**config.mk**
```make
export PLATFORM = sky130hd
export DESIGN_NAME = edge_dispatch
export DESIGN_NICKNAME = d
export VERILOG_FILES = /design/src/source/aggr_pkg.sv /design/src/source/edge_dispatch.sv
export SDC_FILE = /design/constraint.sdc
export NUM_CORES = 1
export LEC_CHECK = 0
export BUFFER_PORTS_ARGS = -buffer_cell sky130_fd_sc_hd__clkbuf_2
export CAP_MARGIN = 20
export CORE_MARGIN = 3
export CORE_UTILIZATION = 33
export CTS_CLUSTER_SIZE = 12
export DETAILED_ROUTE_END_ITERATION = 8
export HOLD_SLACK_MARGIN = 0.03
export PLACE_DENSITY = 0.8
export SKIP_CTS_REPAIR_TIMING = 1
export SYNTH_ARGS = -nofsm -noshare
export SYNTH_HDL_FRONTEND = slang
export SYNTH_SLANG_ARGS = --single-unit
```
**constraint.sdc**
```tcl
create_clock -name clk -period 2.14 [get_ports clk]
set_input_delay 0.107 -clock clk [delete_from_list [all_inputs] [get_ports clk]]
set_output_delay 0.107 -clock clk [all_outputs]
set_load 0.01 [all_outputs]
```
**src/source/aggr_pkg.sv**
```systemverilog
// aggregation engine shared types
`default_nettype none

package aggr_pkg;

    // feature word and vector sizing
    localparam int fv_width = 16;
    localparam int max_fv_num = 8;
    localparam int node_id_width = 6;

    // two words travel per beat
    localparam int max_beats = max_fv_num / 2;
    localparam int beat_idx_width = $clog2(max_beats);
    localparam logic [beat_idx_width-1:0] last_beat_idx = beat_idx_width'(max_beats - 1);

    typedef logic [fv_width-1:0] fv_word_t;

    typedef fv_word_t [1:0] fv_pair_t;

    // from the edge PE; wb_en and done_aggr only count on the eos beat
    typedef struct packed {
        logic valid;
        logic sos;
        logic eos;
        logic wb_en;
        logic done_aggr;
        logic [node_id_width-1:0] node_id;
        fv_pair_t data;
    } edge_beat_t;

    // toward the reservation station
    typedef struct packed {
        logic valid;
        logic sos;
        logic eos;
        logic [node_id_width-1:0] node_id;
        fv_pair_t data;
    } rs_beat_t;

    // one row slot of the output feature memory
    typedef struct packed {
        logic valid;
        logic [node_id_width-1:0] node_id;
        logic [beat_idx_width-1:0] word_idx;
        fv_pair_t data;
    } sram_beat_t;

endpackage

`default_nettype wire

```
**src/source/edge_dispatch.sv**
```systemverilog
// edge beat steering to banks
`default_nettype none

module edge_dispatch #(
    parameter int num_banks = 2
) (
    input  wire                                   clk,
    input  wire                                   reset,
    input  wire aggr_pkg::edge_beat_t             edge_in,
    input  wire [num_banks-1:0]                   bank_accept,
    output logic                                  edge_ready,
    output aggr_pkg::edge_beat_t [num_banks-1:0]  bank_edge
);

    localparam int sel_width = (num_banks > 1) ? $clog2(num_banks) : 1;

    logic [sel_width-1:0] sel;
    logic [num_banks-1:0] stream_open;
    logic [aggr_pkg::node_id_width-1:0] open_node;
    logic drop;
    logic fwd;

    // bank chosen by the low bits of the node id
    assign sel = sel_width'(edge_in.node_id % num_banks);

    // beat breaking into a stream still open elsewhere, or for another node
    assign drop = (|stream_open) && !(stream_open[sel] && (open_node == edge_in.node_id));

    // dropped beats are swallowed so the source never hangs on them
    assign edge_ready = drop || bank_accept[sel];
    assign fwd = edge_in.valid && !drop && bank_accept[sel];

    always_comb begin
        for (int b = 0; b < num_banks; b++) begin
            bank_edge[b] = edge_in;
            bank_edge[b].valid = edge_in.valid && !drop && (sel == b);
        end
    end

    // stream stays open from its first beat up to eos
    always_ff @(posedge clk) begin
        if (reset) begin
            stream_open <= '0;
        end else if (fwd) begin
            stream_open[sel] <= !edge_in.eos;
        end
    end

    always_ff @(posedge clk) begin
        if (fwd) begin
            open_node <= edge_in.node_id;
        end
    end

endmodule

`default_nettype wire

```
# Word-level counts from Yosys, hierarchy flattened
# Cells that the tools add are included.
# totals
reg_bits,8
input_bits,47
out_inout_bits,87
word_cells,25
# classes
magnitude_cmp,2
eq_ne,1
mux,7
n_bitwise,1
reduce_logical,12
# ops
cell,count
$logic_and 1x1->1,7
$eq 6x6->1,1
$mux 1,5
$logic_not 1->1,3
$bwmux 2,1
$lt 1x2->1 const B,1
$reduce_or 2->1,1
$demux 1 s1,1
$ge 1x1->1 const B,1
$logic_or 1x1->1,1
$not 1->1,1

# Depth between registers and ports, before layout
# logic_depth
word_depth,8
mapped_depth,5
mapped_depth_nobuf,4

# Worst setup path after synthesis
# OpenSTA, ideal clock, no wires.
# synth_timing
kind,flip-flop to flip-flop
from,register open_node[1] (netlist name)
to,"register open_node[0] (netlist name), enable pin"
setup_time_ns,0.351
t_arrival_ns,1.464
required_ns,1.789
slack_ns,0.325
stages_incl_launch_ff,5
path_buffers,0
period_less_slack_ns,1.815
cell_sequence,edfxtp_1 -> xor2_4 -> nor4_4 -> a22oi_2 -> nor3b_2
# synth_between
elab_chain_len,7
# synth_lines
item,line_no,rtl
"start, declared",edge_dispatch.sv:19,logic [aggr_pkg::node_id_width-1:0] open_node;
"start signal, assigned",edge_dispatch.sv:51,open_node <= edge_in.node_id;
$eq 6x6->1,edge_dispatch.sv:27,assign drop = (|stream_open) && !(stream_open[sel] && (open_node == edge_in.node_id));
$logic_and 1x1->1,edge_dispatch.sv:27,
$logic_not 1->1,edge_dispatch.sv:27,
$logic_and 1x1->1,edge_dispatch.sv:27,
$logic_not 1->1,edge_dispatch.sv:31,assign fwd = edge_in.valid && !drop && bank_accept[sel];
$logic_and 1x1->1 (2 in series),edge_dispatch.sv:31,
named net fwd,edge_dispatch.sv:21,logic fwd;
# The timed path passes the listed nets, and every way through them passes these cells.
# A chain may end at the register's enable or synchronous reset.

# Final worst setup path
# layout_timing
from,register open_node[1] (netlist name)
to,"register open_node[4] (netlist name), enable pin"
# The elaborated chain is that of the path after synthesis.

==> impl_results.md <==
* Outcome: finished clean
* Worst EP arrival at 1.84 ns
* Sum Neg Setup Slack at 0 ns
* Min cycle time layout at 1.91 ns
* Drt total wl at 1630 um
* # nets final at 117
* Final Slew Violations at 0
* Detail-routed net length per standard cell at 14.4 um
* Syn_area_per_cell at 9.28 um^2
* Post-Syn Area at around 1100 um^2
* WL met1 at 409 um
* Post-Layout Inst Area at about 700 um^2
* CTS tree: done
* Clock Sinks at 8
* Clock Tree Root: clkbuf_4
* CTS Buffer Depth at 2
* Final hold vios at 0
* Synth warn at 0
* RSZ-0062 raised after global routing: false
* Share of cells above drive strength 1 at 58.0%
* Pin count of the biggest net entering global routing at 12
* Starting Density at 35.9%
* Post-synthesis register bit count at 8
* Register area share after synthesis at 19.4%
* Reg clk slew, reported paths at 0.06 ns
* Path category of the worst min-delay check: in2reg
* Die X at 64.6 um
* Antenna violations before repair at 0
* Top sig layer: met4
* Gr usage total at under 10%
* Growth of design area from synthesis to finish at -36.6%
* Total CTS buffers at 3
* CP max FO at 6
* Synth top area cells: buf_4, edfxtp_1, dfxtp_1
* Met2 wire length at 794 um
* PD cells at 564 nW/um^2
* Total grt overflow at 0
* Syn nets at 169
* DRC Markers at 0
* Top_reg_cell synth: edfxtp_1
* Rows at 20
* Vias at between 400 and 500
* Crit. End Element: flop
* Max IR drop VDD at between 0.3 and 0.4 mV
* Critical path startpoint category: flop
* H-Tree Depth at 1
* Dpl cell area at ~700 um^2
* Via/cell ratio at 4.16
* GPL Wtd Cong at approximately 0.69
* Slew HR at 72.7%
* Max Cap Violations at 0
* Mapped Cells at 122
* First-pass GRT wire length at around 2500 um
* Most frequent cell after synthesis: buf_4
* Buffers on Ports at 28
* Max frequency at between 500 and 600 MHz
* Synth area leader: buf_4
* Setup Skew at roughly 0.0068 ns
* # IOs at 134
* Worst setup path class: reg2reg
* Clock latency at the later pin of the worst-skew pair at 0.27 ns
* First DRT Iteration DRCs at 1
* Area of the die at 4170 um^2
* Core area at 3150 um^2
* Diodes inserted at 0
* Async set-reset flop share out of synthesis at 0%
* Pleak at 0.301 nW
* Met3 WL at between 200 and 300 um
* Die H at 64.6 um
* Crit path required time at around 2.1 ns
* Vias in the first global route at between 500 and 600
* Worst slew pin tran at just over 0.4 ns
* First-pass DRT Iterations at 4
* Share of the synthesized area in the top cell type at 55.7%
* # setup viols final at 0
* Most frequent cells after synthesis: buf_4, edfxtp_1, xor2_1
* Post-synth EDFFs at 6
* Final antenna-violating net count at 0
* Post-synth cell types at 23
* Final worst path period share at between 80% and 90%
placed cells by master (no fill, tap or decap):
cell       netlist  final
a22oi_2          1      1
clkbuf_2         0     28
nor3b_2          2      1
nor4_4           1      1
a2111oi_4        1      1
dfxtp_1          2      2
o21bai_1         1      1
xor2_4           1      1
and3_1           1      1
nand2_1          3      3
nor2_1           3      3
a21oi_1          2      2
and3b_2          1      1
nor3b_4          0      1
xor2_2           1      1
mux2i_1          1      1
a311oi_1         1      1
xor2_1           4      4
inv_1            2      2
o32ai_1          1      1
clkbuf_1         0      1
nand2b_1         1      1
edfxtp_1         6      6
clkbuf_4         0      3
and3_2           1      1
final cells by class:
cell class / instances / area [um^2]
Clock buffer: 4 / 26.3
Fill cell: 366 / 2430
Inverter: 2 / 7.51
Multi-Input combinational cell: 27 / 269
Sequential cell: 8 / 220
Tap cell: 44 / 55.1
Timing Repair Buffer: 28 / 140
worst max-delay path: stages, from the launching register on:
cell	delay (ns)
edfxtp_1	0.45
xor2_4	0.19
nor4_4	0.39
a22oi_2	0.17
nor3b_4	0.38
path summary, 6_finish.rpt:
check                       from              to  slack [ns]  depth (start not counted)
setup reg to reg    open_node[1]    open_node[4]        0.23                          4
hold reg to reg   stream_open[0]  stream_open[0]        0.56                          2
setup / recovery    open_node[1]    open_node[4]        0.23                          4
hold / removal       edge_in[37]    open_node[5]        0.07                          1
layer usage:
metal	vias to the layer above	track usage, %
li1	202	-
met1	200	5.80
met2	43	13.3
met3	25	5.03
met4	0	7.92
met5	-	0
cells by family (layout without fill, tap and decap cells):
family / count (synthesis) / count (layout) / synth area share [%]
and+or+nand+nor: 13 / 13 / 8.73
buffers and inverters: 87 / 34 / 57.3
DFF: 8 / 8 / 19.4
muxes: 1 / 1 / 0.884
AOI/OAI and AO/OA: 7 / 7 / 6.63
xor gates and xnor gates: 6 / 6 / 6.96
registers in the layout (all words and copies together), names as in the netlist:
register	flops
stream_open	2
open_node	6
metrics by stage:
step / instances / setup WS [ns] / hold slack [ns] / utilization [%] / power [mW]
2_1_floorplan: 122 / 0.325 / 0.206 / - / 0.390
3_3_place_gp: 109 / 0.210 / 0.214 / 21.7 / 0.273
3_5_place_dp: 109 / 0.120 / 0.214 / 21.7 / 0.276
4_1_cts: 113 / 0.101 / 0.0739 / 22.6 / 0.406
5_1_grt: 113 / 0.0971 / 0.0774 / 22.8 / 0.421
6_report: 113 / 0.229 / 0.0733 / 22.8 / 0.405
where the power goes:
group | internal, mW | leakage [nW] | switching, mW | total, mW
registers | 0.176 | 0.0723 | 0.00417 | 0.180
logic | 0.0389 | 0.214 | 0.0542 | 0.0932
clock network | 0.0719 | 0.0150 | 0.0597 | 0.132
(Power assumes the default switching activity.)
