`src/source/aggr_pkg.sv`:
```
// aggregation engine shared types
`default_nettype none

package aggr_pkg;

    // feature word and vector sizing
    localparam int fv_width = 16;
    localparam int max_fv_num = 8;
    localparam int node_id_width = 6;

    // two words travel per beat
    localparam int max_beats = max_fv_num / 2;
    localparam int beat_idx_width = $clog2(max_beats);
    localparam logic [beat_idx_width-1:0] last_beat_idx = beat_idx_width'(max_beats - 1);

    typedef logic [fv_width-1:0] fv_word_t;

    typedef fv_word_t [1:0] fv_pair_t;

    // from the edge PE; wb_en and done_aggr only count on the eos beat
    typedef struct packed {
        logic valid;
        logic sos;
        logic eos;
        logic wb_en;
        logic done_aggr;
        logic [node_id_width-1:0] node_id;
        fv_pair_t data;
    } edge_beat_t;

    // toward the reservation station
    typedef struct packed {
        logic valid;
        logic sos;
        logic eos;
        logic [node_id_width-1:0] node_id;
        fv_pair_t data;
    } rs_beat_t;

    // one row slot of the output feature memory
    typedef struct packed {
        logic valid;
        logic [node_id_width-1:0] node_id;
        logic [beat_idx_width-1:0] word_idx;
        fv_pair_t data;
    } sram_beat_t;

endpackage

`default_nettype wire

```
`src/source/edge_bank.sv`:
```
// per-node accumulation bank
`default_nettype none

module edge_bank (
    input  wire                         clk,
    input  wire                         reset,
    input  wire aggr_pkg::edge_beat_t   edge_in,
    output logic                        accept,
    output logic                        rs_req,
    input  wire                         rs_grant,
    output aggr_pkg::rs_beat_t          rs_beat,
    output logic                        wb_req,
    input  wire                         wb_grant,
    output aggr_pkg::sram_beat_t        wb_beat
);

    localparam int idx_width = aggr_pkg::beat_idx_width;

    typedef enum logic [2:0] {
        st_idle,
        st_stream_in,
        st_complete,
        st_rs_wait,
        st_rs_out,
        st_wb_wait,
        st_wb_out
    } state_t;

    state_t state;
    aggr_pkg::fv_pair_t [aggr_pkg::max_beats-1:0] buffer;
    aggr_pkg::fv_pair_t sum;
    logic [idx_width-1:0] idx;
    logic [idx_width-1:0] in_idx;
    logic [idx_width-1:0] last_idx;
    logic [aggr_pkg::node_id_width-1:0] node_id;
    logic done_aggr;
    logic wb_en;
    logic take;

    assign accept = (state == st_idle) || (state == st_stream_in);
    assign take = accept && edge_in.valid;

    // sos always lands on slot 0
    assign in_idx = edge_in.sos ? '0 : idx;

    assign rs_req = (state == st_rs_wait);
    assign wb_req = (state == st_wb_wait);

    // element-wise add, wraps at the word width
    always_comb begin
        for (int w = 0; w < 2; w++) begin
            sum[w] = buffer[in_idx][w] + edge_in.data[w];
        end
    end

    always_comb begin
        rs_beat = '0;
        if (state == st_rs_out) begin
            rs_beat.valid = 1'b1;
            rs_beat.sos = (idx == '0);
            rs_beat.eos = (idx == last_idx);
            rs_beat.node_id = node_id;
            rs_beat.data = buffer[idx];
        end
    end

    // write-back always covers the whole row, so no stale words survive
    always_comb begin
        wb_beat = '0;
        if (state == st_wb_out) begin
            wb_beat.valid = 1'b1;
            wb_beat.node_id = node_id;
            wb_beat.word_idx = idx;
            wb_beat.data = buffer[idx];
        end
    end

    always_ff @(posedge clk) begin
        if (reset) begin
            state <= st_idle;
            buffer <= '0;
            idx <= '0;
            last_idx <= '0;
            done_aggr <= 1'b0;
            wb_en <= 1'b0;
        end else begin
            case (state)
                st_idle, st_stream_in: begin
                    if (take) begin
                        buffer[in_idx] <= sum;
                        if (edge_in.eos) begin
                            // length and command fixed by the eos beat
                            last_idx <= in_idx;
                            done_aggr <= edge_in.done_aggr;
                            wb_en <= edge_in.wb_en;
                            idx <= '0;
                            state <= st_complete;
                        end else begin
                            idx <= in_idx + 1'b1;
                            state <= st_stream_in;
                        end
                    end
                end
                st_complete: begin
                    if (done_aggr) begin
                        state <= st_rs_wait;
                    end else if (wb_en) begin
                        state <= st_wb_wait;
                    end else begin
                        // plain end, keep summing on the next stream
                        state <= st_idle;
                    end
                end
                st_rs_wait: begin
                    if (rs_grant) begin
                        state <= st_rs_out;
                    end
                end
                st_rs_out: begin
                    if (idx == last_idx) begin
                        buffer <= '0;
                        idx <= '0;
                        state <= st_idle;
                    end else begin
                        idx <= idx + 1'b1;
                    end
                end
                st_wb_wait: begin
                    if (wb_grant) begin
                        state <= st_wb_out;
                    end
                end
                st_wb_out: begin
                    if (idx == aggr_pkg::last_beat_idx) begin
                        buffer <= '0;
                        idx <= '0;
                        state <= st_idle;
                    end else begin
                        idx <= idx + 1'b1;
                    end
                end
                default: begin
                    state <= st_idle;
                end
            endcase
        end
    end

    // node id only matters once the stream is complete
    always_ff @(posedge clk) begin
        if (take && edge_in.eos) begin
            node_id <= edge_in.node_id;
        end
    end

endmodule

`default_nettype wire

```
`config.mk`:
```
export PLATFORM = sky130hd
export DESIGN_NAME = edge_bank
export DESIGN_NICKNAME = d
export VERILOG_FILES = /design/src/source/aggr_pkg.sv /design/src/source/edge_bank.sv
export SDC_FILE = /design/constraint.sdc
export NUM_CORES = 1
export LEC_CHECK = 0
export BUFFER_PORTS_ARGS = -buffer_cell sky130_fd_sc_hd__buf_2
export CELL_PAD_IN_SITES_DETAIL_PLACEMENT = 0
export CELL_PAD_IN_SITES_GLOBAL_PLACEMENT = 1
export CORE_UTILIZATION = 45
export CTS_BUF_LIST = sky130_fd_sc_hd__clkbuf_16
export CTS_CLUSTER_DIAMETER = 100
export CTS_CLUSTER_SIZE = 12
export DETAILED_ROUTE_END_ITERATION = 16
export PLACE_DENSITY_LB_ADDON = 0.1
export SLEW_MARGIN = 30
export SYNTH_ARGS = -nofsm -noshare
export SYNTH_HDL_FRONTEND = slang
export SYNTH_SLANG_ARGS = --single-unit
```
`constraint.sdc`:
```
create_clock -name clk -period 7.6 [get_ports clk]
set_input_delay 0 -clock clk [delete_from_list [all_inputs] [get_ports clk]]
set_output_delay 0 -clock clk [all_outputs]
set_load 0.1 [all_outputs]
```
# ---- Word level (Yosys, flattened, before mapping)
# Cells that the tools add are included.
# W data, S select, Z words.
dict set report totals {
  ff_bits 143
  in_bits 47
}
dict set report op_classes {
  muxes 28
  magnitude_cmp 3
  n_eq_ne 13
  add_sub_neg 4
  reduce_logical 12
}
# op count
set op_table {}
lappend op_table {{$mux W128} 3}
lappend op_table {{$pmux W128 S3} 1}
lappend op_table {{$bmux W32 S2} 2}
lappend op_table {{$bwmux W128} 1}
lappend op_table {{$mux W32} 3}
lappend op_table {{$mux W41} 2}
lappend op_table {{$demux W32 S2} 1}
lappend op_table {{$add A16 B16 Y16} 2}
lappend op_table {{$mux W3} 7}
lappend op_table {{$pmux W3 S6} 1}
lappend op_table {{$mux W2} 6}
lappend op_table {{$eq A3 B3 Y1 const B} 3}
lappend op_table {{$ne A2 B1 Y1 const B} 4}
lappend op_table {{$eq A3 B2 Y1 const B} 2}
lappend op_table {{$lt A2 B3 Y1 const B} 2}
lappend op_table {{$pmux W2 S3} 1}
lappend op_table {{$reduce_and A5 Y1} 1}
lappend op_table {{$add A2 B1 Y2 const B} 2}
lappend op_table {{$reduce_and A4 Y1} 1}
lappend op_table {{$eq A3 B1 Y1 const B} 1}
lappend op_table {{$logic_and A1 B1 Y1} 3}
lappend op_table {{$logic_not A3 Y1} 1}
lappend op_table {{$reduce_and A3 Y1} 1}
lappend op_table {{$reduce_bool A3 Y1} 1}
lappend op_table {{8 further kinds} 8}

# ---- Depth between registers and ports, before layout
dict set report depth {
  depth_word 8
  depth_mapped 17
}

# ---- Worst setup path before layout
# OpenSTA, ideal clock, no wires.
dict set report synth_timing {
  kind {flip-flop to flip-flop}
  from {register idx[0]}
  to {register buffer[126] (netlist name)}
  arrival_ns 3.202
  required_time_ns 7.483
  stages_incl_launch_ff 16
  synth_period_minus_slack_ns 3.319
  setup_slack_ns 4.281
  setup_time_ns 0.117
  cell_sequence {dfxtp_1 > buf_6 > clkbuf_1 > buf_2 > mux2_2 > nor2_1 > a31oi_1 > ha_1 > inv_1 > fa_1 > nand3b_1 > a211o_1 > a31oi_1 > a221oi_1 > xnor2_1 > a22o_1}
}
dict set report synth_via {
  elab_chain_cells 8
}
# element line
set synth_rtl {}
lappend synth_rtl {{start, declared} edge_bank.sv:32} ;# logic [idx_width-1:0] idx;
lappend synth_rtl {{start signal, assigned} edge_bank.sv:99} ;# idx <= in_idx + 1'b1;
lappend synth_rtl {{start signal, assigned} edge_bank.sv:125} ;# idx <= idx + 1'b1;
lappend synth_rtl {{start signal, assigned} edge_bank.sv:139} ;# idx <= idx + 1'b1;
lappend synth_rtl {{parallel branches: the longest is 8 deep, another holds $add A16 B16 Y16} --}
lappend synth_rtl {{end signal, assigned by index} edge_bank.sv:90} ;# buffer[in_idx] <= sum;
lappend synth_rtl {{end, declared} edge_bank.sv:30} ;# aggr_pkg::fv_pair_t [aggr_pkg::max_beats-1:0] buffer;
# Several ways; the timed one is not identified. The select of a mux whose other input is x is not followed.
# A chain may end at the register's enable or synchronous reset.

# ---- Worst setup path after layout
dict set report layout_timing {
  from {register idx[0]}
  to {register buffer[62] (netlist name)}
}
# The elaborated chain is that of the path after synthesis.

==> reports/qor.txt <==
Outcome: completed
Overflow after GRT: 0
Placed Instances: 1,469
Syn Area/Cell: 7.83 um^2
Number of synthesized flops with an enable pin: 6
Pins Over Slew Limit: 0
DRC: 0
HPWL Detailed: 18,100 um
Syn Inst Count: 1,136
Post-CTS sizing: 0
Hold Crit Class: input port to flop
Worst-Skew Late Latency: 430 ps
Share of cells above drive strength 1: 19.0%
Leak pwr: 4.46 nW
Num Clock Sinks: 143
Peak supply drop: 0.000185 V
Final Util: 53.2%
Die Width: 143 um
Final Hold Vio Count: 0
Routed wire length: 28,000 um
Psw: 0.000764 W
Crit Reg-Reg Startpoint: idx[0]
Largest net degree at the start of global routing: 86
Crit path largest cell delay: 680 ps
Power per cell area: 215 nW/um^2
Max Cap Viol: 0
Sw frac: 34.4%
Die area: 20,300 um^2
Clock power frac: 36.6%
GRT Overall Usage: 27.9%
Worst R2R Setup Slack: 3420 ps
DRT Pass-1 Iters: 5
Initial antenna violation count: 0
TNS Setup: 0 ps
CP Data Arrival Time: 4560 ps
Vias in the first global route: 7,810
Seq pwr share: 37.4%
Final Non-Filler Cells: 1,509
CTS H-tree depth: 4
WL/cell: 18.5 um
Layout area overhead: 16.1%
WP data required: 7970 ps
Post-CTS Hold Fix Bufs: 8
Worst path slowest cell: dfxtp_4
Flops & latches, synth: 143
Vias/cell: 5.61
Period utilization: 55.0%
Sequential-to-total area share from yosys stat: 32.9%
CTS Buffer Depth: 2
Setup crit start: idx[0]
CTS tree: yes
Worst setup EP type: flop
Sequence of cells on the critical path: nand2b_1, inv_1, buf_4, nand2_1, a31oi_1, ha_1, inv_1, fa_1, nand3b_1, a211o_1, a31oi_1, a221oi_1, xnor2_1, a22o_1
# diodes: 0
Row count: 51
Global-route wire length before repair: 43,300 um
Critical path start-end classification: flop to flop
# port buffers: 131
Syn nets: 1,228
Async set-or-reset flop fraction in the synthesized netlist: 0%
Starting Density: 45.9%
Iteration-0 DRC Markers: 585
Clock Root Buffer: clkbuf_16
YS warnings: 0
Chip Height: 143 um
Post-CTS setup buffers: 0
Slew margin rel.: 38.0%
Slew of the pin with the lowest slew margin: 927 ps
Ys flop type: dfxtp_1
RSZ-0062 raised after global routing: no
Netlist cell types: 70
Nets: 1,323
Cell area after synthesis: 8900 um^2
Gpl congestion: 0.805
Core region area: 19,400 um^2
P_int: 0.00146 W
Top-Level Pins: 132
Worst clock skew: 11.6 ps
Fmax achieved: 239 MHz
Tmin final: 4180 ps
Startpoint types: flop
Min-Delay Startpoint: edge_in[16]
Logic pwr share: 26.0%
CP Max Fanout: 31
Clock Pin Slew Worst Setup and Hold Paths: 60 ps
CTS Buf Count: 17
Via count: 8,472
Endpoints failing setup: 0
Antenna-violating nets left: 0
## stage by stage
| stage | setup WS (ps) | hold WS, ps | cell area [um^2] | total power [W] |
|---|---|---|---|---|
| CTS | 3440 | 40.8 | 10300 | 0.00223 |
| detailed placement | 3440 | 179 | 9680 | 0.00141 |
| floorplan | 4280 | 98.9 | 8900 | 0.00127 |
| global placement | 3520 | 177 | 9670 | 0.00141 |
| finish | 3420 | 60.1 | 10300 | 0.00222 |
| global route | 2980 | 61.7 | 10300 | 0.00233 |
## Yosys cell counts, types with 3 or more instances
cell         n  share of area [%]
o21ai_0     33                1.9
a22o_1      48                4.7
edfxtp_1     6                2.0
ha_1        43                6.0
inv_1       21               0.89
a2111oi_0    3               0.30
buf_2       17               0.96
o211ai_1     3               0.25
a21o_1      14                1.2
a221oi_1     5               0.49
mux2_2      28                3.5
nor2_1     190                8.0
clkbuf_1    53                2.2
nand2_1    144                6.1
and2_1      13               0.91
buf_1        6               0.25
mux2i_1     35                3.9
nand2b_1     8               0.56
xor2_1      10               0.98
and3_1      16                1.1
nor2b_1      6               0.42
nor3_1      11               0.62
buf_4        3               0.25
a21oi_1    101                5.7
a22oi_1      6               0.51
dfxtp_1    137                 31
a31oi_1     56                3.9
nor3_4       4               0.73
xnor2_1     14                1.4
nand4_1      4               0.28
nand3_1     45                2.5
## routing by layer
| metal | GRT usage, % | up-vias | share of wire [%] |
|---|---|---|---|
| li1 | - | 4196 | - |
| met1 | 37.8 | 3970 | 46 |
| met2 | 45.8 | 274 | 48 |
| met3 | 4.21 | 32 | 5.1 |
| met4 | 8.09 | 0 | 1.5 |
| met5 | 0 | - | 0 |
## kinds of logic after synthesis
logic type                 synth area share (%)
xor gates and xnor gates                   3.04
adders and majority gates                  6.50
AOI/OAI and AO/OA                          22.2
DFF                                        32.9
muxes                                      7.99
and+or+nand+nor                            22.5
buffers and inverters                      4.88
## worst max-delay path, delay by kind of cell (launching register included)
family                     cells  cell delay [ps]
adders and majority gates      2              600
buffers and inverters          3              950
AOI/OAI and AO/OA              5             1150
and+or+nand+nor                3              420
DFF                            1              680
xor gates and xnor gates       1              320
## final timing paths
path / endpoint / depth (start not counted)
hold reg to reg: buffer[125] / 2
setup / recovery: buffer[62] / 14
hold / removal: buffer[80] / 4
setup reg to reg: buffer[62] / 14
## cell usage in the layout (no fill, tap or decap), drive strengths merged, types with 3 or more instances in the layout
cell,count
and2,14
nor2b,6
ha,43
o21ai,35
nor3,15
buf,149
nand2,145
dlygate4sd3,8
and3,16
mux2i,35
o211ai,4
a2111oi,3
inv,26
a22oi,6
a21o,14
dfxtp,137
o221a,3
edfxtp,6
a31oi,58
nor2,192
clkinvlp,4
xor2,12
a21oi,102
a221oi,6
a211oi,3
clkinv,6
xnor2,15
mux2,28
a22o,48
nand3,45
nand4,4
clkbuf,17
nand2b,8
## layout make-up
type / instances / area, um^2
Clock buffer: 17 / 425
Clock inverter: 15 / 138
Fill cell: 1968 / 9070
Inverter: 22 / 82.6
Multi-Input combinational cell: 890 / 5540
Sequential cell: 143 / 2930
Tap cell: 265 / 332
Timing Repair Buffer: 157 / 878
## power groups by stage
stage          Clock, W  Sequential (W)  Combinational [W]
6_report       0.000814        0.000831           0.000577
3_5_place_dp          0        0.000847           0.000568
5_1_grt        0.000860        0.000836           0.000637
2_1_floorplan         0        0.000830           0.000443
3_3_place_gp          0        0.000846           0.000566
4_1_cts        0.000824        0.000830           0.000574
## flip-flops by register name (all words and copies together) (netlist names)
register   cells
done_aggr      1
idx            2
state          3
last_idx       2
node_id        6
buffer       128
wb_en          1
Note: power is estimated with default switching activity, not from simulation.
